[config.mk]
export PLATFORM = sky130hd
export DESIGN_NAME = spi_flash_reader_flat
export DESIGN_NICKNAME = d
export VERILOG_FILES = /design/src/design/bubble_loader_pkg.sv /design/src/design/flash_cmd_if.sv /design/src/design/spi_flash_reader.sv /design/src/flat_wrapper.sv
export SDC_FILE = /design/constraint.sdc
export NUM_CORES = 1
export LEC_CHECK = 0
export ABC_AREA = 1
export BUFFER_PORTS_ARGS = -buffer_cell sky130_fd_sc_hd__buf_4
export CAP_MARGIN = 40
export CORE_MARGIN = 2
export CORE_UTILIZATION = 50
export DETAILED_ROUTE_END_ITERATION = 8
export GPL_ROUTABILITY_DRIVEN = 0
export PLACE_DENSITY = 0.87
export SLEW_MARGIN = 30
export SYNTH_ARGS = -nofsm -noshare
export SYNTH_HDL_FRONTEND = slang
export SYNTH_SLANG_ARGS = --single-unit
[constraint.sdc]
create_clock -name MCLK -period 1.68 [get_ports MCLK]
set_input_delay 0.168 -clock MCLK [delete_from_list [all_inputs] [get_ports MCLK]]
set_output_delay 0.168 -clock MCLK [all_outputs]
set_load 0.05 [all_outputs]
[src/design/bubble_loader_pkg.sv]
package bubble_loader_pkg;

    // flash side
    typedef logic [11:0] page_t;
    typedef logic [2:0]  image_t;

    // {2'b00, image, page, 7'b0}, one 128 byte page per page number
    typedef logic [23:0] flash_addr_t;

    // output buffer and bad-loop table
    typedef logic [14:0] buf_addr_t;
    typedef logic [11:0] map_addr_t;

    localparam logic [7:0] FLASH_READ_OPCODE = 8'h03;    // single-bit read
    localparam int         CMD_BITS          = 32;       // opcode plus 24-bit address

    localparam page_t      BOOT_PAGE         = 12'h805;  // bootloader page of each image
    localparam int         BOOT_BITS         = 2656;

    // 1168 map bits, plus the 32 bits that follow them in flash
    localparam int         MAP_BITS          = 1200;

    localparam int         PAGE_HEAD_LOOPS   = 6;        // good loops written as 1
    localparam int         PAGE_DATA_BITS    = 1030;

    localparam buf_addr_t  BOOT_BUF_BASE     = 15'd0;
    localparam buf_addr_t  PAGE_BUF_BASE     = 15'd14336;

endpackage

[src/design/flash_cmd_if.sv]
`timescale 1ns/10ps

interface flash_cmd_if;
    import bubble_loader_pkg::*;

    logic        cmd_start;    // pulse, reader idle only
    flash_addr_t cmd_addr;
    logic        bit_req;      // pulse, one per data bit
    logic        cmd_end;      // pulse, raises chip select
    logic        cmd_ready;    // level, command bits are out
    logic        bit_valid;    // pulse, answers bit_req
    logic        bit_data;

    modport seq
    (
        output cmd_start, cmd_addr, bit_req, cmd_end,
        input  cmd_ready, bit_valid, bit_data
    );

    modport reader
    (
        input  cmd_start, cmd_addr, bit_req, cmd_end,
        output cmd_ready, bit_valid, bit_data
    );

endinterface

[src/design/spi_flash_reader.sv]
`timescale 1ns/10ps

module spi_flash_reader
(
    input  logic        MCLK,
    input  logic        reset,
    flash_cmd_if.reader cmd,
    output logic        flash_cs_n,
    output logic        flash_sclk,
    output logic        flash_mosi,
    input  logic        flash_miso
);
    import bubble_loader_pkg::*;

    typedef enum logic [2:0]
    {
        RD_IDLE,
        RD_CMD_LOW,
        RD_CMD_HIGH,
        RD_READY,
        RD_BIT_LOW
    } rd_state_t;

    rd_state_t           state;
    logic [CMD_BITS-1:0] shift_reg;
    logic [5:0]          bit_cnt;

    always_ff @(posedge MCLK)
    begin
        if (reset)
        begin
            state         <= RD_IDLE;
            flash_cs_n    <= 1'b1;
            flash_sclk    <= 1'b1;
            flash_mosi    <= 1'b0;
            bit_cnt       <= '0;
            cmd.cmd_ready <= 1'b0;
            cmd.bit_valid <= 1'b0;
        end
        else
        begin
            cmd.bit_valid <= 1'b0;
            case (state)
                RD_IDLE:
                    if (cmd.cmd_start)
                    begin
                        flash_cs_n <= 1'b0;
                        bit_cnt    <= '0;
                        state      <= RD_CMD_LOW;
                    end
                RD_CMD_LOW:
                begin
                    flash_sclk <= 1'b0;
                    flash_mosi <= shift_reg[CMD_BITS-1];    // msb first
                    bit_cnt    <= bit_cnt + 1'b1;
                    state      <= RD_CMD_HIGH;
                end
                RD_CMD_HIGH:
                begin
                    flash_sclk <= 1'b1;    // flash latches mosi here
                    if (bit_cnt == CMD_BITS)
                    begin
                        cmd.cmd_ready <= 1'b1;
                        state         <= RD_READY;
                    end
                    else
                        state <= RD_CMD_LOW;
                end
                RD_READY:
                    if (cmd.cmd_end)
                    begin
                        flash_cs_n    <= 1'b1;
                        cmd.cmd_ready <= 1'b0;
                        state         <= RD_IDLE;
                    end
                    else if (cmd.bit_req)
                    begin
                        flash_sclk <= 1'b0;    // flash drives next bit
                        state      <= RD_BIT_LOW;
                    end
                RD_BIT_LOW:
                begin
                    flash_sclk    <= 1'b1;
                    cmd.bit_valid <= 1'b1;
                    state         <= RD_READY;
                end
                default:
                    state <= RD_IDLE;
            endcase
        end
    end

    always_ff @(posedge MCLK)
    begin
        if (state == RD_IDLE && cmd.cmd_start)
            shift_reg <= {FLASH_READ_OPCODE, cmd.cmd_addr};
        else if (state == RD_CMD_LOW)
            shift_reg <= {shift_reg[CMD_BITS-2:0], 1'b0};
        if (state == RD_BIT_LOW)
            cmd.bit_data <= flash_miso;    // sampled with the rising sclk
    end

endmodule

[src/flat_wrapper.sv]
// flat-port wrapper written by rule: the top's interface ports become plain ports
module spi_flash_reader_flat import bubble_loader_pkg::*;
  (MCLK, reset, flash_cs_n, flash_sclk, flash_mosi, flash_miso, cmd_cmd_start, cmd_cmd_addr, cmd_bit_req, cmd_cmd_end, cmd_cmd_ready, cmd_bit_valid, cmd_bit_data);
  flash_cmd_if cmd_i ();
  input  logic MCLK;
  input  logic reset;
  output logic flash_cs_n;
  output logic flash_sclk;
  output logic flash_mosi;
  input  logic flash_miso;
  input wire logic [$bits(cmd_i.cmd_start)-1:0] cmd_cmd_start;
  input wire logic [$bits(cmd_i.cmd_addr)-1:0] cmd_cmd_addr;
  input wire logic [$bits(cmd_i.bit_req)-1:0] cmd_bit_req;
  input wire logic [$bits(cmd_i.cmd_end)-1:0] cmd_cmd_end;
  output wire logic [$bits(cmd_i.cmd_ready)-1:0] cmd_cmd_ready;
  output wire logic [$bits(cmd_i.bit_valid)-1:0] cmd_bit_valid;
  output wire logic [$bits(cmd_i.bit_data)-1:0] cmd_bit_data;
  assign cmd_i.cmd_start = cmd_cmd_start;
  assign cmd_i.cmd_addr = cmd_cmd_addr;
  assign cmd_i.bit_req = cmd_bit_req;
  assign cmd_i.cmd_end = cmd_cmd_end;
  assign cmd_cmd_ready = cmd_i.cmd_ready;
  assign cmd_bit_valid = cmd_i.bit_valid;
  assign cmd_bit_data = cmd_i.bit_data;
  spi_flash_reader u_core (.MCLK(MCLK), .reset(reset), .cmd(cmd_i), .flash_cs_n(flash_cs_n), .flash_sclk(flash_sclk), .flash_mosi(flash_mosi), .flash_miso(flash_miso));
endmodule
==> metrics.txt <==
# TYPE chip_impl_metric gauge
chip_impl_metric{name="max-cap-violations",unit=""} 0
chip_impl_metric{name="power.switching",unit="mW"} 0.906
chip_impl_metric{name="power_density_over_cell_area",unit="nW/um^2"} 1200
chip_impl_info{name="most_frequent_cell_on_critical_path",value="nand2_1"} 1
chip_impl_info{name="synth_flop_cell",value="edfxtp_1"} 1
chip_impl_metric{name="rows",unit=""} 23
chip_impl_metric{name="share_of_layout_cells_above_drive_strength_1",unit="%"} 19.4
chip_impl_metric{name="wirelength",unit="um"} 3840
chip_impl_info{name="ys_top_cells_by_area",value="edfxtp_1 (36%), dfxtp_1 (21%), nand2_1 (20%), nor2_1 (4.6%), o21ai_0 (3.1%)"} 1
chip_impl_metric{name="internal-power",unit="mW"} 2.07
chip_impl_metric{name="power.ir.vdd_worst",unit="uV"} 580
chip_impl_metric{name="largest_register_ff_count",unit=""} 32
chip_impl_metric{name="dp_hpwl",unit="um"} 2650
chip_impl_metric{name="synth_enable_flop_cells",unit=""} 25
chip_impl_info{name="criticalPathCategory",value="reg2reg"} 1
chip_impl_metric{name="drv_slew",unit=""} 0
chip_impl_metric{name="ys_seq_elements",unit=""} 47
chip_impl_metric{name="post_cts_resize_count",unit=""} 0
chip_impl_metric{name="clock_path_buffers",unit=""} 2
chip_impl_metric{name="synthesis.area_per_instance",unit="sq um"} 8.41
chip_impl_metric{name="post-route-drc-count",unit=""} 0
chip_impl_metric{name="mappedNetlistArea",unit="sq um"} 2110
chip_impl_metric{name="worstRegToRegCells",unit=""} 5
chip_impl_metric{name="tightest_pin_transition",unit="ps"} 361
chip_impl_metric{name="cts.clk_slew.worst_paths",unit="ps"} 80
chip_impl_metric{name="sequentialPowerShare",unit="%"} 54.8
chip_impl_metric{name="design.die.area",unit="sq um"} 4760
chip_impl_metric{name="hold-path-cell-count",unit=""} 1
chip_impl_metric{name="min_period_over_period",unit="%"} 84.0
chip_impl_metric{name="synth_cell_type_count",unit=""} 22
chip_impl_info{name="result_of_the_run",value="finished clean"} 1
chip_impl_info{name="setup_crit_start_kind",value="flip-flop"} 1
chip_impl_metric{name="drt-vias-per-instance",unit=""} 4.82
chip_impl_metric{name="synthesis.yosys.warnings",unit=""} 0
chip_impl_metric{name="detail_route.first_pass.iterations",unit=""} 4
chip_impl_metric{name="h-tree-depth",unit=""} 2
chip_impl_metric{name="quantity_of_hold_fixing_buffers_added_after_cts",unit=""} 0
chip_impl_metric{name="core_area",unit="sq um"} 4030
chip_impl_metric{name="cts_post_setup_buffers_inserted",unit=""} 0
chip_impl_info{name="critical_path.endpoint_type",value="flip-flop"} 1
chip_impl_metric{name="flow.area_growth_from_synthesis",unit="%"} 17.3
chip_impl_metric{name="finalSetupViolations",unit=""} 0
chip_impl_info{name="library_cell_with_the_highest_instance_count_after_synthesis",value="nand2_1"} 1
chip_impl_metric{name="iteration_0_drc_markers",unit=""} 142
chip_impl_metric{name="pin_count_of_the_biggest_net_entering_global_routing",unit=""} 26
chip_impl_metric{name="synthesis.instances",unit=""} 251
chip_impl_metric{name="grt_first_pass_wirelength",unit="um"} 6280
chip_impl_metric{name="critical-path-max-stage-delay",unit="ps"} 400
chip_impl_metric{name="critPathRequiredTime",unit="ps"} 1850
chip_impl_metric{name="final_hold_viol_count",unit=""} 0
chip_impl_metric{name="final_antenna_net_count",unit=""} 0
chip_impl_metric{name="die_y",unit="um"} 69.0
chip_impl_info{name="holdCritPathClass",value="in2reg"} 1
chip_impl_info{name="crit_chain",value="nor2_4, nand3_2, inv_2, nand2_1, nand2_1"} 1
chip_impl_metric{name="final_period_minus_worst_setup_slack",unit="ps"} 1410
chip_impl_metric{name="num_io_pins",unit=""} 36
chip_impl_metric{name="numCtsBuffers",unit=""} 5
chip_impl_metric{name="grt_overflow",unit=""} 0
chip_impl_metric{name="clk_latency",unit="ps"} 300
chip_impl_metric{name="swShare",unit="%"} 30.4
chip_impl_metric{name="initial_utilization",unit="%"} 52.4
chip_impl_metric{name="cp.arrival",unit="ps"} 1580
chip_impl_metric{name="async_reset_ff_share",unit="%"} 0
chip_impl_metric{name="worst-path-max-fanout",unit=""} 23
chip_impl_metric{name="via_count_of_the_first_global_routing_pass",unit=""} 1441
chip_impl_metric{name="timing.hold.ws",unit="ps"} 41.7
chip_impl_metric{name="utilization",unit="%"} 61.5
chip_impl_info{name="ctsRootBufferMaster",value="clkbuf_8"} 1
chip_impl_metric{name="total_track_usage",unit="%"} 18.4
chip_impl_metric{name="synthDominantCellAreaShare",unit="%"} 35.5
chip_impl_metric{name="clock.fmax",unit="GHz"} 0.709
chip_impl_metric{name="max_slew_margin",unit="%"} 75.9
chip_impl_metric{name="buffer_ports.inserted",unit=""} 35
chip_impl_metric{name="power_frac_comb",unit="%"} 23.2
chip_impl_metric{name="antenna_violations_before_repair",unit=""} 0
chip_impl_info{name="unrepaired_setup_endpoints_after_global_routing",value="false"} 1
chip_impl_metric{name="cellLeakagePower",unit="nW"} 1.16
chip_impl_metric{name="die_width",unit="um"} 69.0
chip_impl_info{name="tritoncts",value="yes"} 1
chip_impl_info{name="synth.largest_area_cell",value="edfxtp_1"} 1
chip_impl_metric{name="power.share.clock",unit="%"} 21.9
chip_impl_metric{name="final.setup_skew",unit="ps"} 7.35
chip_impl_metric{name="ys_seq_area_share",unit="%"} 56.4
chip_impl_metric{name="setup_total_negative_slack",unit="ps"} 0
chip_impl_metric{name="num-nets-final",unit=""} 320
chip_impl_metric{name="detail_route.wl_per_cell",unit="um"} 11.3
chip_impl_metric{name="clock_sink_count",unit=""} 47
chip_impl_metric{name="vias",unit=""} 1634
chip_impl_metric{name="antennaDiodeCount",unit=""} 0
chip_impl_metric{name="synth_nets",unit=""} 283
chip_impl_info{name="cp_slowest_cell",value="dfxtp_1"} 1
chip_impl_info{name="synth.top_cells.by_count",value="nand2_1 (112), nor2_1 (26), edfxtp_1 (25)"} 1
final timing paths:
kind | startpoint | end | slack (ps)
max | u_core.state[2] | u_core.shift_reg[17] | 270
max reg2reg | u_core.state[2] | u_core.shift_reg[17] | 270
min | flash_miso | u_core.cmd.bit_data | 40
min reg2reg | u_core.flash_sclk | u_core.flash_sclk | 450
cells by family (layout without fill, tap and decap cells):
family,count (synthesis),after routing,synth area share (%)
buffers and inverters,26,64,7.11
adders and majority gates,2,2,1.18
and+or+nand+nor,156,156,30.4
DFF,47,47,56.4
AOI/OAI and AO/OA,20,20,4.92
layout make-up:
| cell class | count | area, sq um |
|---|---|---|
| clock buffer | 6 | 72.6 |
| clock inverter | 2 | 12.5 |
| fill | 360 | 1550 |
| inverter | 18 | 67.6 |
| multi-input combinational | 178 | 773 |
| sequential | 47 | 1190 |
| tap | 50 | 62.6 |
| timing repair buffer | 38 | 298 |
placed cells by master (no fill, tap or decap), drive strengths merged:
cell	instances
inv	17
a21oi	7
clkinv	3
dfxtp	22
nand3	12
nand3b	1
nand2	114
nand4	1
edfxtp	25
o21ai	13
clkbuf	6
buf	38
nor2	28
ha	2
layer usage:
metal,track usage (%),wire [um]
met2,29.1,1910
met5,0,0
met3,4.06,166
met4,10.0,74
met1,23.3,1690
worst max-delay path, delay by kind of cell, from the launching register on:
kind | cells | cell delay [ps]
and+or+nand+nor | 4 | 560
DFF | 1 | 400
buffers and inverters | 1 | 310
power groups by stage:
stage	registers [mW]	logic, mW	clock network, mW
3_3_place_gp	1.65	0.669	0
2_1_floorplan	1.69	0.480	0
3_5_place_dp	1.65	0.696	0
5_1_grt	1.67	0.799	0.710
4_1_cts	1.63	0.703	0.671
6_report	1.63	0.693	0.653
stage by stage:
step	power, mW	setup WS, ps	area [sq um]	instances
floorplan	2.17	232	2110	251
global placement	2.32	391	2390	331
detailed placement	2.35	330	2390	331
CTS	3.01	257	2480	339
global route	3.18	157	2480	339
finish	2.98	269	2480	339
No activity file was read; power rests on OpenSTA's default activity.
