`src/design/bubble_loader_pkg.sv`:
```
package bubble_loader_pkg;

    // flash side
    typedef logic [11:0] page_t;
    typedef logic [2:0]  image_t;

    // {2'b00, image, page, 7'b0}, one 128 byte page per page number
    typedef logic [23:0] flash_addr_t;

    // output buffer and bad-loop table
    typedef logic [14:0] buf_addr_t;
    typedef logic [11:0] map_addr_t;

    localparam logic [7:0] FLASH_READ_OPCODE = 8'h03;    // single-bit read
    localparam int         CMD_BITS          = 32;       // opcode plus 24-bit address

    localparam page_t      BOOT_PAGE         = 12'h805;  // bootloader page of each image
    localparam int         BOOT_BITS         = 2656;

    // 1168 map bits, plus the 32 bits that follow them in flash
    localparam int         MAP_BITS          = 1200;

    localparam int         PAGE_HEAD_LOOPS   = 6;        // good loops written as 1
    localparam int         PAGE_DATA_BITS    = 1030;

    localparam buf_addr_t  BOOT_BUF_BASE     = 15'd0;
    localparam buf_addr_t  PAGE_BUF_BASE     = 15'd14336;

endpackage

```
`src/design/buf_wr_if.sv`:
```
`timescale 1ns/10ps

interface buf_wr_if;

    logic base_load;    // pulse, reload address counter
    logic base_page;    // 1 selects the page data base
    logic wr_strobe;    // pulse, one buffer bit
    logic wr_bit;

    modport seq
    (
        output base_load, base_page, wr_strobe, wr_bit
    );

    modport writer
    (
        input  base_load, base_page, wr_strobe, wr_bit
    );

endinterface

```
`src/design/out_buffer_writer.sv`:
```
`timescale 1ns/10ps

module out_buffer_writer
(
    input  logic                         MCLK,
    input  logic                         reset,
    buf_wr_if.writer                     wbuf,
    output logic                         buf_wr_en,
    output bubble_loader_pkg::buf_addr_t buf_wr_addr,
    output logic                         buf_wr_data
);
    import bubble_loader_pkg::*;

    buf_addr_t wr_ptr;

    always_ff @(posedge MCLK)
    begin
        if (reset)
        begin
            wr_ptr    <= BOOT_BUF_BASE;
            buf_wr_en <= 1'b0;
        end
        else
        begin
            buf_wr_en <= wbuf.wr_strobe;
            if (wbuf.base_load)
                wr_ptr <= wbuf.base_page ? PAGE_BUF_BASE : BOOT_BUF_BASE;
            else if (wbuf.wr_strobe)
                wr_ptr <= wr_ptr + 1'b1;
        end
    end

    always_ff @(posedge MCLK)
    begin
        if (wbuf.wr_strobe)
        begin
            buf_wr_addr <= wr_ptr;    // address before the increment
            buf_wr_data <= wbuf.wr_bit;
        end
    end

endmodule

```
`src/flat_wrapper.sv`:
```
// flat-port wrapper written by rule: the top's interface ports become plain ports
module out_buffer_writer_flat import bubble_loader_pkg::*;
  (MCLK, reset, buf_wr_en, buf_wr_addr, buf_wr_data, wbuf_base_load, wbuf_base_page, wbuf_wr_strobe, wbuf_wr_bit);
  buf_wr_if wbuf_i ();
  input  logic MCLK;
  input  logic reset;
  output logic buf_wr_en;
  output bubble_loader_pkg::buf_addr_t buf_wr_addr;
  output logic buf_wr_data;
  input wire logic [$bits(wbuf_i.base_load)-1:0] wbuf_base_load;
  input wire logic [$bits(wbuf_i.base_page)-1:0] wbuf_base_page;
  input wire logic [$bits(wbuf_i.wr_strobe)-1:0] wbuf_wr_strobe;
  input wire logic [$bits(wbuf_i.wr_bit)-1:0] wbuf_wr_bit;
  assign wbuf_i.base_load = wbuf_base_load;
  assign wbuf_i.base_page = wbuf_base_page;
  assign wbuf_i.wr_strobe = wbuf_wr_strobe;
  assign wbuf_i.wr_bit = wbuf_wr_bit;
  out_buffer_writer u_core (.MCLK(MCLK), .reset(reset), .wbuf(wbuf_i), .buf_wr_en(buf_wr_en), .buf_wr_addr(buf_wr_addr), .buf_wr_data(buf_wr_data));
endmodule
```
`config.mk`:
```
export PLATFORM = sky130hd
export DESIGN_NAME = out_buffer_writer_flat
export DESIGN_NICKNAME = d
export VERILOG_FILES = /design/src/design/bubble_loader_pkg.sv /design/src/design/buf_wr_if.sv /design/src/design/out_buffer_writer.sv /design/src/flat_wrapper.sv
export SDC_FILE = /design/constraint.sdc
export NUM_CORES = 1
export LEC_CHECK = 0
export BUFFER_PORTS_ARGS = -buffer_cell sky130_fd_sc_hd__buf_2
export CAP_MARGIN = 10
export CELL_PAD_IN_SITES_DETAIL_PLACEMENT = 1
export CELL_PAD_IN_SITES_GLOBAL_PLACEMENT = 1
export CORE_MARGIN = 3
export CORE_UTILIZATION = 25
export DETAILED_ROUTE_END_ITERATION = 10
export PLACE_DENSITY_LB_ADDON = 0.1
export SYNTH_ARGS = -nofsm -noshare
export SYNTH_HDL_FRONTEND = slang
export SYNTH_SLANG_ARGS = --single-unit
```
`constraint.sdc`:
```
create_clock -name MCLK -period 3.55 [get_ports MCLK]
set_input_delay 0.71 -clock MCLK [delete_from_list [all_inputs] [get_ports MCLK]]
set_output_delay 0.71 -clock MCLK [all_outputs]
set_load 0.1 [all_outputs]
```
==> flow_metrics.py, run 1 <==
metrics = {
    "logic_synthesis": {
        "yosys_warnings": 0,
        "syn_inst": 98,
        "ys_seq_area_frac": 0.640,
        "syn_nets": 106,
        "ys_types": 27,
        "synth.avg_cell_area_um2": 12.8,
        "ys_ff_latch": 32,
        "syn_area_um2": 1250,
    },
    "routing": {
        "drt_pass1_iterations": 4,
        "postRouteAntennaNets": 0,
        "via_per_inst": 4.18,
        "routed_wl_mm": 2.42,
        "first_iter_violations": 20,
        "wl_per_cell_um": 12.5,
        "drcViolationCount": 0,
        "vias": 806,
    },
    "clock_tree": {
        "path_clk_slew_ps": 60,
        "clock_sinks": 32,
        "cts_buffers": 5,
        "cts_buffer_depth": 2,
        "clk_latency_ps": 280,
        "cts_root_buffer": "clkbuf_8",
        "cts_tree": "built",
        "h-tree-depth": 2,
        "postCtsHoldBufs": 0,
        "postCtsSetupBuffers": 0,
        "cts_resized": 0,
    },
    "timing": {
        "tns_ps": 0,
        "hold_viol_final": 0,
        "slew_headroom": 0.622,
        "max_freq_mhz": 531,
        "period_needed_ps": 1880,
        "tightest_slew_ps": 567,
        "slew_viol_final": 0,
        "rsz0062_at_grt": "no",
        "finClkSkew_ps": 5.30,
        "min_period_over_period": 0.531,
        "finalSetupViolCount": 0,
    },
    "power": {
        "pwr-share-clk": 0.402,
        "p_sw_frac": 0.248,
        "peakVddDrop_mv": 0.211,
        "switchingPower_mw": 0.205,
        "combPwrFrac": 0.107,
        "pwr-share-seq": 0.491,
        "p_per_area_nw_per_um2": 536,
        "leakage_nw": 0.562,
        "p_int_mw": 0.620,
    },
    "floorplanning": {
        "die_area_um2": 5890,
        "initial_core_util": 0.261,
        "dieHeight_um": 76.7,
        "fp.coreArea_um2": 4790,
        "rows": 25,
        "die_x_um": 76.7,
        "ios": 23,
    },
    "worst_setup_path": {
        "worstPathMaxFanout": 26,
        "endpoint_kind": "flop",
        "rrSetupSlack_ps": 1970,
        "arrival_ps": 2060,
        "start_kind": "input port",
        "critPathKind": "in -> reg",
        "worstPathRequired_ps": 3730,
    },
    "placement": {
        "place.gp.congestion": 0.714,
        "portBuffers": 22,
        "dp_hpwl_mm": 1.72,
    },
    "worst_hold_path": {
        "hold_class": "reg -> reg",
    },
    "grt": {
        "grt_max_degree": 27,
        "track_usage": 0.0894,
        "grt_pass1_wl_mm": 4.04,
        "gr-total-overflow": 0,
        "antenna_found_initial": 0,
        "grt_pass1_vias": 848,
    },
    "finish": {
        "fillCellCount": 531,
        "area_delta_synth_final_pct": 22.9,
        "drive_above_1_share": 0.294,
        "num_antenna_cells": 0,
        "final_util": 0.321,
        "multi_input_area_um2": 424,
        "final_nets": 133,
        "seqCellArea_um2": 801,
    },
    "run_status": {
        "status": "finished, final reports clean",
    },
    "job": {
        "drv_cap": 0,
    },
}
## layout make-up
class | instances | area share
flip-flops and latches | 32 | 0.521
multi-input cells | 61 | 0.276
repair buffers | 22 | 0.0716
well taps | 67 | 0.0545
clock buffers | 6 | 0.0472
clock inverters | 2 | 0.0228
inverters | 3 | 0.00732
## per-stage QoR
stage | power [mW] | hold WS (ps) | area [µm²] | setup slack [ps] | std cells
6_report | 0.824 | 467 | 1540 | 1670 | 193
5_1_grt | 0.859 | 481 | 1540 | 1550 | 193
4_1_cts | 0.839 | 465 | 1540 | 1600 | 193
3_5_place_dp | 0.503 | 449 | 1430 | 1300 | 185
3_3_place_gp | 0.502 | 440 | 1430 | 1350 | 185
2_1_floorplan | 0.485 | 429 | 1250 | 1930 | 98
## layout by cell type, fill, tap and decap left out, drive strengths merged, types with 2 or more instances in the layout
master	Yosys	routed
a21oi	2	2
buf	1	22
clkbuf	1	6
dfxtp	16	16
edfxtp	16	16
ha	2	2
inv	3	3
nand2	6	6
nand3	3	3
nand4	5	5
nor2	11	11
nor3	4	4
nor4	5	5
o21a	3	3
xnor2	7	7
xor2	6	6
## synthesized netlist by cell type, drive strengths merged
cell      n  area (µm²)
ha        2        25.0
o21a      3        22.5
dfxtp    16         320
nor3      4        35.0
edfxtp   16         480
nand4     5        37.5
xnor2     7        61.3
or2       1        8.76
nand2     6        22.5
o2111ai   1        15.0
xor2      6        52.6
nand3     3        20.0
or3       1        6.26
inv       3        11.3
buf       1        11.3
o211ai    1        7.51
o21ai     1        5.00
clkbuf    1        3.75
nor2b     1        6.26
nor2     11        41.3
mux2i     1        10.0
nor4      5        37.5
a21oi     2        10.0
## path summary, 6_finish.rpt
check,start,endpoint,depth (start not counted)
worst min-delay path,u_core.wr_ptr[14]$_SDFFE_PP0P_,u_core.buf_wr_addr[14]$_DFFE_PP_,0
worst max register to register,u_core.wr_ptr[0]$_SDFFE_PP0P_,u_core.wr_ptr[12]$_SDFFE_PP0P_,5
worst min register to register,u_core.wr_ptr[14]$_SDFFE_PP0P_,u_core.buf_wr_addr[14]$_DFFE_PP_,0
worst max-delay path,wbuf_wr_strobe,u_core.wr_ptr[11]$_SDFFE_PP0P_,5
## state kept, by name (all words and copies together), names as in the netlist
| register | cells |
|---|---|
| u_core.buf_wr_addr | 15 |
| u_core.buf_wr_en | 1 |
| u_core.wr_ptr | 15 |
| u_core.buf_wr_data | 1 |
## per-layer routing
layer  part of all wire  GRT usage  vias up  routed length (µm)
li1                   -          -      402                   -
met1               0.42     0.0932      388                1010
met2               0.51      0.153       11                1240
met4              0.019     0.0435        0                  46
met3              0.048     0.0387        5                 116
met5                  0          0        -                   0
## critical path: stages
cell	delay, ps
buf_2	450
nand3_1	200
nor4_1	390
xor2_1	120
o21a_1	180
## power by group through the flow
stage / registers, mW / logic (mW) / clock network, mW
5_1_grt: 0.406 / 0.0917 / 0.362
6_report: 0.405 / 0.0883 / 0.331
2_1_floorplan: 0.473 / 0.0114 / 0
3_5_place_dp: 0.413 / 0.0896 / 0
4_1_cts: 0.405 / 0.0897 / 0.344
3_3_place_gp: 0.413 / 0.0891 / 0
## cell families (layout without fill, tap and decap cells)
group	Yosys count	count (layout)	synth area share
xor+xnor	13	13	0.0910
mux	1	1	0.00800
simple gates	37	37	0.172
compound gates	8	8	0.0480
buf+inv	5	33	0.0210
fa+ha+maj	2	2	0.0200
flops	32	32	0.640
No activity file was read; power rests on OpenSTA's default activity.
==> inputs of run 2 (changes only) <==
==> constraint.sdc (replaced) <==
create_clock -name MCLK -period 1.61 [get_ports MCLK]
set_input_delay 0.322 -clock MCLK [delete_from_list [all_inputs] [get_ports MCLK]]
set_output_delay 0.322 -clock MCLK [all_outputs]
set_load 0.1 [all_outputs]
==> run 2 against run 1 <==
  * Hold slack worse by 250 ps
  * Combinational power rose by 130%
  * Clock-buffer cell count is 1 higher
  * Clock skew is 2.3 ps higher
  * Critical path depth rose by 1
  * Clock power increased by 73%
  * Core utilization rose by 0.24 points
  * Routed wire length is 5.6% higher
  * Via count rose by 3.6%
  * Power rose by 100%
  * Critical path type is now reg -> reg
  * Largest power group unchanged
  * Highest routed layer unchanged
==> flow_metrics.py, run 2 (synthesized netlist as in run 1, its figures left out) <==
metrics = {
    "worst_setup_path": {
        "start_kind": "flop",
        "worstPathRequired_ps": 1780,
        "arrival_ps": 1570,
        "worstPathMaxFanout": 4,
        "critPathKind": "reg -> reg",
        "endpoint_kind": "flop",
    },
    "timing": {
        "tns_ps": 0,
        "rsz0062_at_grt": "no",
        "slew_viol_final": 0,
        "min_period_over_period": 0.869,
        "finalSetupViolCount": 0,
        "finClkSkew_ps": 7.56,
        "hold_viol_final": 0,
        "slew_headroom": 0.676,
        "tightest_slew_ps": 489,
        "max_freq_mhz": 715,
        "period_needed_ps": 1400,
        "setup_ws_ps": 211,
    },
    "floorplanning": {
        "dieHeight_um": 76.7,
        "ios": 23,
        "die_area_um2": 5890,
        "rows": 25,
        "fp.coreArea_um2": 4790,
        "initial_core_util": 0.261,
        "die_x_um": 76.7,
    },
    "power": {
        "peakVddDrop_mv": 0.346,
        "leakage_nw": 0.575,
        "p_per_area_nw_per_um2": 1080,
        "p_total_mw": 1.67,
    },
    "clock_tree": {
        "path_clk_slew_ps": 60,
        "clock_sinks": 32,
        "h-tree-depth": 2,
        "cts_root_buffer": "clkbuf_8",
        "cts_buffers": 5,
        "clk_latency_ps": 280,
        "cts_buffer_depth": 2,
        "postCtsSetupBuffers": 0,
        "cts_resized": 0,
        "postCtsHoldBufs": 0,
        "cts_tree": "built",
    },
    "grt": {
        "track_usage": 0.0943,
        "gr-total-overflow": 0,
        "grt_max_degree": 14,
        "antenna_found_initial": 0,
        "grt_pass1_vias": 859,
        "grt_pass1_wl_mm": 4.22,
    },
    "routing": {
        "wl_per_cell_um": 12.9,
        "drt_pass1_iterations": 2,
        "postRouteAntennaNets": 0,
        "drcViolationCount": 0,
        "vias": 835,
        "via_per_inst": 4.22,
        "first_iter_violations": 7,
        "routed_wl_mm": 2.55,
    },
    "job": {
        "drv_cap": 0,
    },
    "finish": {
        "biggestRegsByFlops": "u_core.buf_wr_addr x15, u_core.wr_ptr x15",
        "area_delta_synth_final_pct": 23.8,
        "layout_commonest_cell": "buf_2",
        "layout_common_cells": "buf_2, edfxtp_1, dfxtp_1",
        "fillCellCount": 540,
        "final_nets": 138,
        "final_area_um2": 1550,
        "drive_above_1_share": 0.313,
        "final_util": 0.324,
        "num_antenna_cells": 0,
    },
    "placement": {
        "dp_hpwl_mm": 1.93,
        "portBuffers": 22,
        "dp_slack_ps": 172,
        "placed_area_um2": 1470,
        "place.gp.congestion": 0.693,
    },
    "worst_hold_path": {
        "hold_class": "in -> reg",
    },
    "run_status": {
        "status": "finished, final reports clean",
    },
}
[run 2: stage by stage]
step | hold WS (ps) | std cells
after floorplan | 394 | 98
after global placement | 440 | 190
after detailed placement | 453 | 190
after CTS | 206 | 198
after global routing | 199 | 198
final | 217 | 198
[run 2: path summary, 6_finish.rpt]
kind,startpoint,endpoint,slack [ps],cells past startpoint
worst max-delay path,u_core.wr_ptr[0]$_SDFFE_PP0P_,u_core.wr_ptr[14]$_SDFFE_PP0P_,210,6
worst min-delay path,wbuf_wr_bit,u_core.buf_wr_data$_DFFE_PP_,220,1
worst max register to register,u_core.wr_ptr[0]$_SDFFE_PP0P_,u_core.wr_ptr[14]$_SDFFE_PP0P_,210,6
worst min register to register,u_core.wr_ptr[14]$_SDFFE_PP0P_,u_core.buf_wr_addr[14]$_DFFE_PP_,460,0
[run 2: layout make-up]
type                    count  area [µm²]  area share
multi-input cells          61         424       0.274
clock inverters             1        5.00     0.00323
well taps                  67        83.8      0.0541
repair buffers             27         148      0.0953
inverters                   3        11.3     0.00727
clock buffers               7        76.3      0.0493
flip-flops and latches     32         801       0.517
[run 2: power by group]
group / internal (mW) / switching [mW]
Clock: 0.303 / 0.271
Combinational: 0.0330 / 0.171
Sequential: 0.880 / 0.0108
Total: 1.22 / 0.453
[run 2: routing by layer]
layer | routed length [µm] | track usage
met2 | 1330 | 0.165
met1 | 1090 | 0.100
met4 | 45 | 0.0435
met5 | 0 | 0
met3 | 93 | 0.0352
[run 2: critical path, cell delays in order, from the launching register on]
cell	delay, ps
dfxtp_1	360
buf_4	150
ha_1	170
o211ai_1	90
nor4_1	310
xnor2_1	160
nor2_1	50
