**src/design/bubble_loader_pkg.sv**
```systemverilog
package bubble_loader_pkg;

    // flash side
    typedef logic [11:0] page_t;
    typedef logic [2:0]  image_t;

    // {2'b00, image, page, 7'b0}, one 128 byte page per page number
    typedef logic [23:0] flash_addr_t;

    // output buffer and bad-loop table
    typedef logic [14:0] buf_addr_t;
    typedef logic [11:0] map_addr_t;

    localparam logic [7:0] FLASH_READ_OPCODE = 8'h03;    // single-bit read
    localparam int         CMD_BITS          = 32;       // opcode plus 24-bit address

    localparam page_t      BOOT_PAGE         = 12'h805;  // bootloader page of each image
    localparam int         BOOT_BITS         = 2656;

    // 1168 map bits, plus the 32 bits that follow them in flash
    localparam int         MAP_BITS          = 1200;

    localparam int         PAGE_HEAD_LOOPS   = 6;        // good loops written as 1
    localparam int         PAGE_DATA_BITS    = 1030;

    localparam buf_addr_t  BOOT_BUF_BASE     = 15'd0;
    localparam buf_addr_t  PAGE_BUF_BASE     = 15'd14336;

endpackage

```
**src/design/flash_cmd_if.sv**
```systemverilog
`timescale 1ns/10ps

interface flash_cmd_if;
    import bubble_loader_pkg::*;

    logic        cmd_start;    // pulse, reader idle only
    flash_addr_t cmd_addr;
    logic        bit_req;      // pulse, one per data bit
    logic        cmd_end;      // pulse, raises chip select
    logic        cmd_ready;    // level, command bits are out
    logic        bit_valid;    // pulse, answers bit_req
    logic        bit_data;

    modport seq
    (
        output cmd_start, cmd_addr, bit_req, cmd_end,
        input  cmd_ready, bit_valid, bit_data
    );

    modport reader
    (
        input  cmd_start, cmd_addr, bit_req, cmd_end,
        output cmd_ready, bit_valid, bit_data
    );

endinterface

```
**src/design/buf_wr_if.sv**
```systemverilog
`timescale 1ns/10ps

interface buf_wr_if;

    logic base_load;    // pulse, reload address counter
    logic base_page;    // 1 selects the page data base
    logic wr_strobe;    // pulse, one buffer bit
    logic wr_bit;

    modport seq
    (
        output base_load, base_page, wr_strobe, wr_bit
    );

    modport writer
    (
        input  base_load, base_page, wr_strobe, wr_bit
    );

endinterface

```
**src/design/load_sequencer.sv**
```systemverilog
`timescale 1ns/10ps

module load_sequencer
(
    input  logic                          MCLK,
    input  logic                          reset,
    input  logic                          start,
    input  logic                          boot_sel,
    input  bubble_loader_pkg::image_t     image,
    input  bubble_loader_pkg::page_t      page,
    output logic                          done,
    flash_cmd_if.seq                      cmd,
    buf_wr_if.seq                         wbuf,
    output logic                          map_wr_en,
    output logic                          map_rd_en,
    output bubble_loader_pkg::map_addr_t  map_addr,
    output logic                          map_wr_bit,
    input  logic                          map_rd_bit
);
    import bubble_loader_pkg::*;

    typedef enum logic [3:0]
    {
        SQ_IDLE,
        SQ_WAIT_READY,
        SQ_BOOT_REQ,
        SQ_BOOT_WAIT,
        SQ_PAGE_RD,
        SQ_PAGE_CHK,
        SQ_PAGE_WAIT,
        SQ_FINISH,
        SQ_DONE
    } sq_state_t;

    sq_state_t   state;
    logic        is_boot;
    logic [11:0] cnt;    // boot bits, or good loops in a page

    assign map_rd_en = (state == SQ_PAGE_RD);

    always_ff @(posedge MCLK)
    begin
        if (reset)
        begin
            state          <= SQ_IDLE;
            is_boot        <= 1'b0;
            cnt            <= '0;
            map_addr       <= '0;
            map_wr_en      <= 1'b0;
            done           <= 1'b0;
            cmd.cmd_start  <= 1'b0;
            cmd.bit_req    <= 1'b0;
            cmd.cmd_end    <= 1'b0;
            wbuf.base_load <= 1'b0;
            wbuf.wr_strobe <= 1'b0;
        end
        else
        begin
            map_wr_en      <= 1'b0;
            done           <= 1'b0;
            cmd.cmd_start  <= 1'b0;
            cmd.bit_req    <= 1'b0;
            cmd.cmd_end    <= 1'b0;
            wbuf.base_load <= 1'b0;
            wbuf.wr_strobe <= 1'b0;
            case (state)
                SQ_IDLE:
                    if (start)    // ignored anywhere else
                    begin
                        is_boot        <= boot_sel;
                        cnt            <= '0;
                        map_addr       <= '0;
                        cmd.cmd_start  <= 1'b1;
                        wbuf.base_load <= 1'b1;
                        state          <= SQ_WAIT_READY;
                    end
                SQ_WAIT_READY:
                    if (cmd.cmd_ready)
                        state <= is_boot ? SQ_BOOT_REQ : SQ_PAGE_RD;
                SQ_BOOT_REQ:
                    if (cnt == BOOT_BITS + MAP_BITS)
                        state <= SQ_FINISH;
                    else
                    begin
                        cmd.bit_req <= 1'b1;
                        state       <= SQ_BOOT_WAIT;
                    end
                SQ_BOOT_WAIT:
                    if (cmd.bit_valid)
                    begin
                        wbuf.wr_strobe <= 1'b1;
                        if (cnt >= BOOT_BITS)    // map bits also go to the table
                        begin
                            map_wr_en <= 1'b1;
                            map_addr  <= map_addr_t'(cnt - BOOT_BITS);
                        end
                        cnt   <= cnt + 1'b1;
                        state <= SQ_BOOT_REQ;
                    end
                SQ_PAGE_RD:
                begin
                    map_addr <= map_addr + 1'b1;
                    state    <= SQ_PAGE_CHK;
                end
                SQ_PAGE_CHK:
                    if (!map_rd_bit)
                    begin
                        wbuf.wr_strobe <= 1'b1;    // bad loop, no flash bit used
                        state          <= SQ_PAGE_RD;
                    end
                    else if (cnt < PAGE_HEAD_LOOPS)
                    begin
                        wbuf.wr_strobe <= 1'b1;
                        cnt            <= cnt + 1'b1;
                        state          <= SQ_PAGE_RD;
                    end
                    else
                    begin
                        cmd.bit_req <= 1'b1;
                        state       <= SQ_PAGE_WAIT;
                    end
                SQ_PAGE_WAIT:
                    if (cmd.bit_valid)
                    begin
                        wbuf.wr_strobe <= 1'b1;
                        cnt            <= cnt + 1'b1;
                        if (cnt == PAGE_HEAD_LOOPS + PAGE_DATA_BITS - 1)
                            state <= SQ_FINISH;
                        else
                            state <= SQ_PAGE_RD;
                    end
                SQ_FINISH:
                begin
                    cmd.cmd_end <= 1'b1;
                    state       <= SQ_DONE;
                end
                SQ_DONE:
                begin
                    done  <= 1'b1;    // last buffer write is already out
                    state <= SQ_IDLE;
                end
                default:
                    state <= SQ_IDLE;
            endcase
        end
    end

    always_ff @(posedge MCLK)
    begin
        if (state == SQ_IDLE && start)
        begin
            cmd.cmd_addr   <= {2'b00, image, (boot_sel ? BOOT_PAGE : page), 7'b000_0000};
            wbuf.base_page <= !boot_sel;
        end
        if (cmd.bit_valid)
        begin
            wbuf.wr_bit <= cmd.bit_data;
            map_wr_bit  <= cmd.bit_data;
        end
        else if (state == SQ_PAGE_CHK)
            wbuf.wr_bit <= map_rd_bit;    // 0 for bad loop, 1 for head
    end

endmodule

```
**src/flat_wrapper.sv**
```systemverilog
// flat-port wrapper written by rule: the top's interface ports become plain ports
module load_sequencer_flat import bubble_loader_pkg::*;
  (MCLK, reset, start, boot_sel, image, page, done, map_wr_en, map_rd_en, map_addr, map_wr_bit, map_rd_bit, cmd_cmd_start, cmd_cmd_addr, cmd_bit_req, cmd_cmd_end, cmd_cmd_ready, cmd_bit_valid, cmd_bit_data, wbuf_base_load, wbuf_base_page, wbuf_wr_strobe, wbuf_wr_bit);
  flash_cmd_if cmd_i ();
  buf_wr_if wbuf_i ();
  input  logic MCLK;
  input  logic reset;
  input  logic start;
  input  logic boot_sel;
  input  bubble_loader_pkg::image_t image;
  input  bubble_loader_pkg::page_t page;
  output logic done;
  output logic map_wr_en;
  output logic map_rd_en;
  output bubble_loader_pkg::map_addr_t map_addr;
  output logic map_wr_bit;
  input  logic map_rd_bit;
  output wire logic [$bits(cmd_i.cmd_start)-1:0] cmd_cmd_start;
  output wire logic [$bits(cmd_i.cmd_addr)-1:0] cmd_cmd_addr;
  output wire logic [$bits(cmd_i.bit_req)-1:0] cmd_bit_req;
  output wire logic [$bits(cmd_i.cmd_end)-1:0] cmd_cmd_end;
  input wire logic [$bits(cmd_i.cmd_ready)-1:0] cmd_cmd_ready;
  input wire logic [$bits(cmd_i.bit_valid)-1:0] cmd_bit_valid;
  input wire logic [$bits(cmd_i.bit_data)-1:0] cmd_bit_data;
  output wire logic [$bits(wbuf_i.base_load)-1:0] wbuf_base_load;
  output wire logic [$bits(wbuf_i.base_page)-1:0] wbuf_base_page;
  output wire logic [$bits(wbuf_i.wr_strobe)-1:0] wbuf_wr_strobe;
  output wire logic [$bits(wbuf_i.wr_bit)-1:0] wbuf_wr_bit;
  assign cmd_cmd_start = cmd_i.cmd_start;
  assign cmd_cmd_addr = cmd_i.cmd_addr;
  assign cmd_bit_req = cmd_i.bit_req;
  assign cmd_cmd_end = cmd_i.cmd_end;
  assign cmd_i.cmd_ready = cmd_cmd_ready;
  assign cmd_i.bit_valid = cmd_bit_valid;
  assign cmd_i.bit_data = cmd_bit_data;
  assign wbuf_base_load = wbuf_i.base_load;
  assign wbuf_base_page = wbuf_i.base_page;
  assign wbuf_wr_strobe = wbuf_i.wr_strobe;
  assign wbuf_wr_bit = wbuf_i.wr_bit;
  load_sequencer u_core (.MCLK(MCLK), .reset(reset), .start(start), .boot_sel(boot_sel), .image(image), .page(page), .done(done), .cmd(cmd_i), .wbuf(wbuf_i), .map_wr_en(map_wr_en), .map_rd_en(map_rd_en), .map_addr(map_addr), .map_wr_bit(map_wr_bit), .map_rd_bit(map_rd_bit));
endmodule
```
**config.mk**
```make
export PLATFORM = sky130hd
export DESIGN_NAME = load_sequencer_flat
export DESIGN_NICKNAME = d
export VERILOG_FILES = /design/src/design/bubble_loader_pkg.sv /design/src/design/flash_cmd_if.sv /design/src/design/buf_wr_if.sv /design/src/design/load_sequencer.sv /design/src/flat_wrapper.sv
export SDC_FILE = /design/constraint.sdc
export NUM_CORES = 1
export LEC_CHECK = 0
export BUFFER_PORTS_ARGS = -buffer_cell sky130_fd_sc_hd__buf_2
export CAP_MARGIN = 20
export CORE_MARGIN = 2
export CORE_UTILIZATION = 28
export DETAILED_ROUTE_END_ITERATION = 10
export GPL_TIMING_DRIVEN = 0
export HOLD_SLACK_MARGIN = 0.12
export PLACE_DENSITY = 0.51
export SLEW_MARGIN = 20
export SYNTH_ARGS = -nofsm -noshare
export SYNTH_HDL_FRONTEND = slang
export SYNTH_SLANG_ARGS = --single-unit
```
**constraint.sdc**
```tcl
create_clock -name MCLK -period 1.7 [get_ports MCLK]
set_input_delay 0.34 -clock MCLK [delete_from_list [all_inputs] [get_ports MCLK]]
set_output_delay 0.34 -clock MCLK [all_outputs]
set_load 0.01 [all_outputs]
```
==> reports/summary.txt <==
run status = finished, violations left
failing checks = setup timing
wire length of the first global-routing pass = 14.4 mm
per-cell routed wire length = 16.0 µm
total of flip-flops plus latches after synthesis = 53
post-synthesis instance area = 0.00308 mm²
Worst Hold Class = input port to flip-flop
DR vias/cell = 5.11
first-iteration detailed-routing DRC count = 206
non-filler instance count after layout = 575
highest cell delay on the worst timing path = 0.39 ns
Avg Cell Area, Syn = 9.31 µm²
number of standard cells after synthesis = 331
setup slack of the critical path after layout = -0.158 ns
Seq/Total Area, Yosys = 40.3%
final weighted congestion in routability-driven placement = 0.893
Max Cap Violations = 0
number of flops mapped to enable cells by yosys = 18
initial standard-cell utilization of the core = 28.6%
number of H-tree branching levels = 2
cells along the critical path = nor4_4 > a41oi_4 > buf_12 > a2111oi_4 > xnor2_1 > nor2_1
initial antenna violation count = 0
biggest fanout along the worst timing path = 7
Cells after DPL = 538
slowest library cell on the worst path = sky130_fd_sc_hd__dfxtp_2
Final Skew = 0.0139 ns
fraction of final layout cells with drive strength greater than 1 = 44.1%
synthesis-to-finish area growth = 41.6%
Vert. Die Dim = 109 µm
total via count in the routed design = 2937
layout net count = 461
buffer depth of the longest clock path = 2
GR Overflow Total = 0
library cells used by synthesis = 65
unrepaired setup endpoints after global routing = yes
data required time of the worst path = 1.91 ns
worst slack at placement = -0.460 ns
horizontal extent of the die = 109 µm
die area = 0.0119 mm²
final setup vio count = 24
total cell area at the placement stage = 0.00359 mm²
number of buffer cells added on primary ports = 59
core region area = 0.0108 mm²
largest net degree at the start of global routing = 19
Synth warnings = 0
critical path arrival = 2.06 ns
sort of element at the start of the critical path = flip-flop
LEAKAGE = 0.00177 µW
number of search-and-repair iterations in the first detailed-routing pass = 4
via count of the first global-routing pass = 2870
number of buffers added by the clock tree synthesis step = 5
relative slew slack = 54.0%
power density of the placed cells = 711 mW/mm²
top achievable clock speed = 0.538 GHz
final instance area = 0.00436 mm²
Sink Count = 53
clock tree from TritonCTS = done
worst skew pair latency = 0.32 ns
count of nets left with antenna violations after detail routing = 0
portion of the clock cycle consumed by the worst path in the final layout = 109%
worst setup path category = flip-flop to flip-flop
number of top-level pins = 70
overall fraction of global-route tracks in use = 15.4%
final hold vios = 0
leading register cell type out of synthesis = sky130_fd_sc_hd__dfxtp_1
actual slew at the worst max-slew pin = 0.687 ns
Routed Wire Length = 9.19 mm
DRC violation count after routing = 0
Clock Pin Slew Worst Setup and Hold Paths = 0.10 ns
count of standard-cell rows = 38
Post-synth ARST share = 0%
Total Negative Setup Slacks = -2.16 ns
sum of internal, switching and leakage power = 3100 µW
Post-DP HPWL = 6.10 mm
kind of end point of the critical path = flip-flop
# diodes = 0
maximum resistive drop on vdd = 0.341 mV
number of slew-limit violations in the final report = 0
clock root buffer = sky130_fd_sc_hd__clkbuf_8
Filler cells = 1084
clock period minus worst slack = 1.86 ns
==> worst paths after layout <==
path,start,endpoint,slack [ns],cells after the start
worst max-delay path,u_core.cnt[11],u_core.cnt[5],-0.16,6
worst max register to register,u_core.cnt[11],u_core.cnt[5],-0.16,6
worst min-delay path,image[1],u_core.cmd.cmd_addr[20],0.19,1
worst min register to register,u_core.map_addr[11],u_core.map_addr[11],0.51,2
==> cells in the final DEF, fill, tap and decap left out, drive strengths merged, types with 11 or more instances in the layout <==
cell type and instances:
buf 111, dfxtp 35, nand2 24, nor2 23
a21oi 19, edfxtp 18, nor3 16, clkbuf 15
xnor2 13, inv 13, nor2b 11
==> routing by layer <==
layer,vias up,share of wire (%),GRT usage [%]
met5,-,0,0
met4,0,0.63,4.03
met3,6,6.7,2.69
met2,105,48,26.0
met1,1408,45,20.2
li1,1418,-,-
==> kinds of logic after synthesis <==
family          share of synthesized area (%)
compound gates                           19.8
fa+ha+maj                                1.62
xor+xnor                                 3.69
mux                                      1.30
other cells                             0.122
buf+inv                                  7.47
flops                                    40.3
simple gates                             25.7
==> per-stage QoR <==
stage                     utilization, %  hold slack (ns)
after floorplan                        -            0.439
after global placement              33.3            0.478
after detailed placement            33.3            0.470
after CTS                           37.8            0.186
after global routing                40.4            0.179
final                               40.4            0.195
==> registers in the layout, summed over array words and instances, names as in the netlist <==
register,cells
u_core.cmd.bit_req,1
u_core.cmd.cmd_addr,15
u_core.cmd.cmd_end,1
u_core.cnt,12
u_core.done,1
u_core.is_boot,1
u_core.map_addr,12
u_core.map_wr_bit,1
u_core.map_wr_en,1
u_core.state,4
u_core.wbuf.base_load,1
u_core.wbuf.base_page,1
u_core.wbuf.wr_bit,1
u_core.wbuf.wr_strobe,1
==> critical path: cells and delay by family, from the launching register on <==
kind / cells / cell delay [ns]
compound gates: 2 / 0.54
simple gates: 2 / 0.46
flops: 1 / 0.39
buf+inv: 1 / 0.19
xor+xnor: 1 / 0.18
==> where the power goes <==
group / internal [µW] / leakage [µW] / switching, µW
Clock: 299 / 0.0000447 / 465
Sequential: 1410 / 0.000464 / 68.2
Combinational: 386 / 0.00126 / 470
==> final cells by class <==
class	count	area (µm²)	share of cell area, %
Multi-Input combinational cell	240	1890	43.4
Sequential cell	53	1270	29.1
Timing Repair Buffer	91	639	14.7
Buffer	30	239	5.48
Tap cell	140	175	4.01
Clock buffer	5	68.8	1.58
Inverter	13	52.6	1.20
Clock inverter	3	25.0	0.574
==> repair_timing <==
action,CTS,global route
cloned,1,1
endpoints found under the setup margin,45,45
endpoints found under the hold margin,0,0
resized for setup,50,52
pin swaps,29,18
setup buffers,21,9
hold buffers,0,0
==> cell usage after synthesis (4+ instances only) <==
library cell	count	share of area [%]
sky130_fd_sc_hd__dfxtp_1	35	23
sky130_fd_sc_hd__nand2_1	24	2.9
sky130_fd_sc_hd__nor2_1	22	2.7
sky130_fd_sc_hd__a21oi_1	19	3.1
sky130_fd_sc_hd__edfxtp_1	18	18
sky130_fd_sc_hd__nor3_1	16	2.6
sky130_fd_sc_hd__inv_1	13	1.6
sky130_fd_sc_hd__xnor2_1	13	3.7
sky130_fd_sc_hd__buf_4	12	2.9
sky130_fd_sc_hd__nor2b_1	11	2.2
sky130_fd_sc_hd__and3_1	10	2.0
sky130_fd_sc_hd__buf_2	9	1.5
sky130_fd_sc_hd__clkbuf_1	9	1.1
sky130_fd_sc_hd__nand3_1	9	1.5
sky130_fd_sc_hd__and4_1	6	1.7
sky130_fd_sc_hd__nand2b_1	5	1.0
sky130_fd_sc_hd__nand4_1	5	1.0
sky130_fd_sc_hd__o22ai_1	5	1.0
sky130_fd_sc_hd__ha_1	4	1.6
sky130_fd_sc_hd__mux2i_1	4	1.3
sky130_fd_sc_hd__o32ai_1	4	1.1
(Power assumes the default switching activity.)
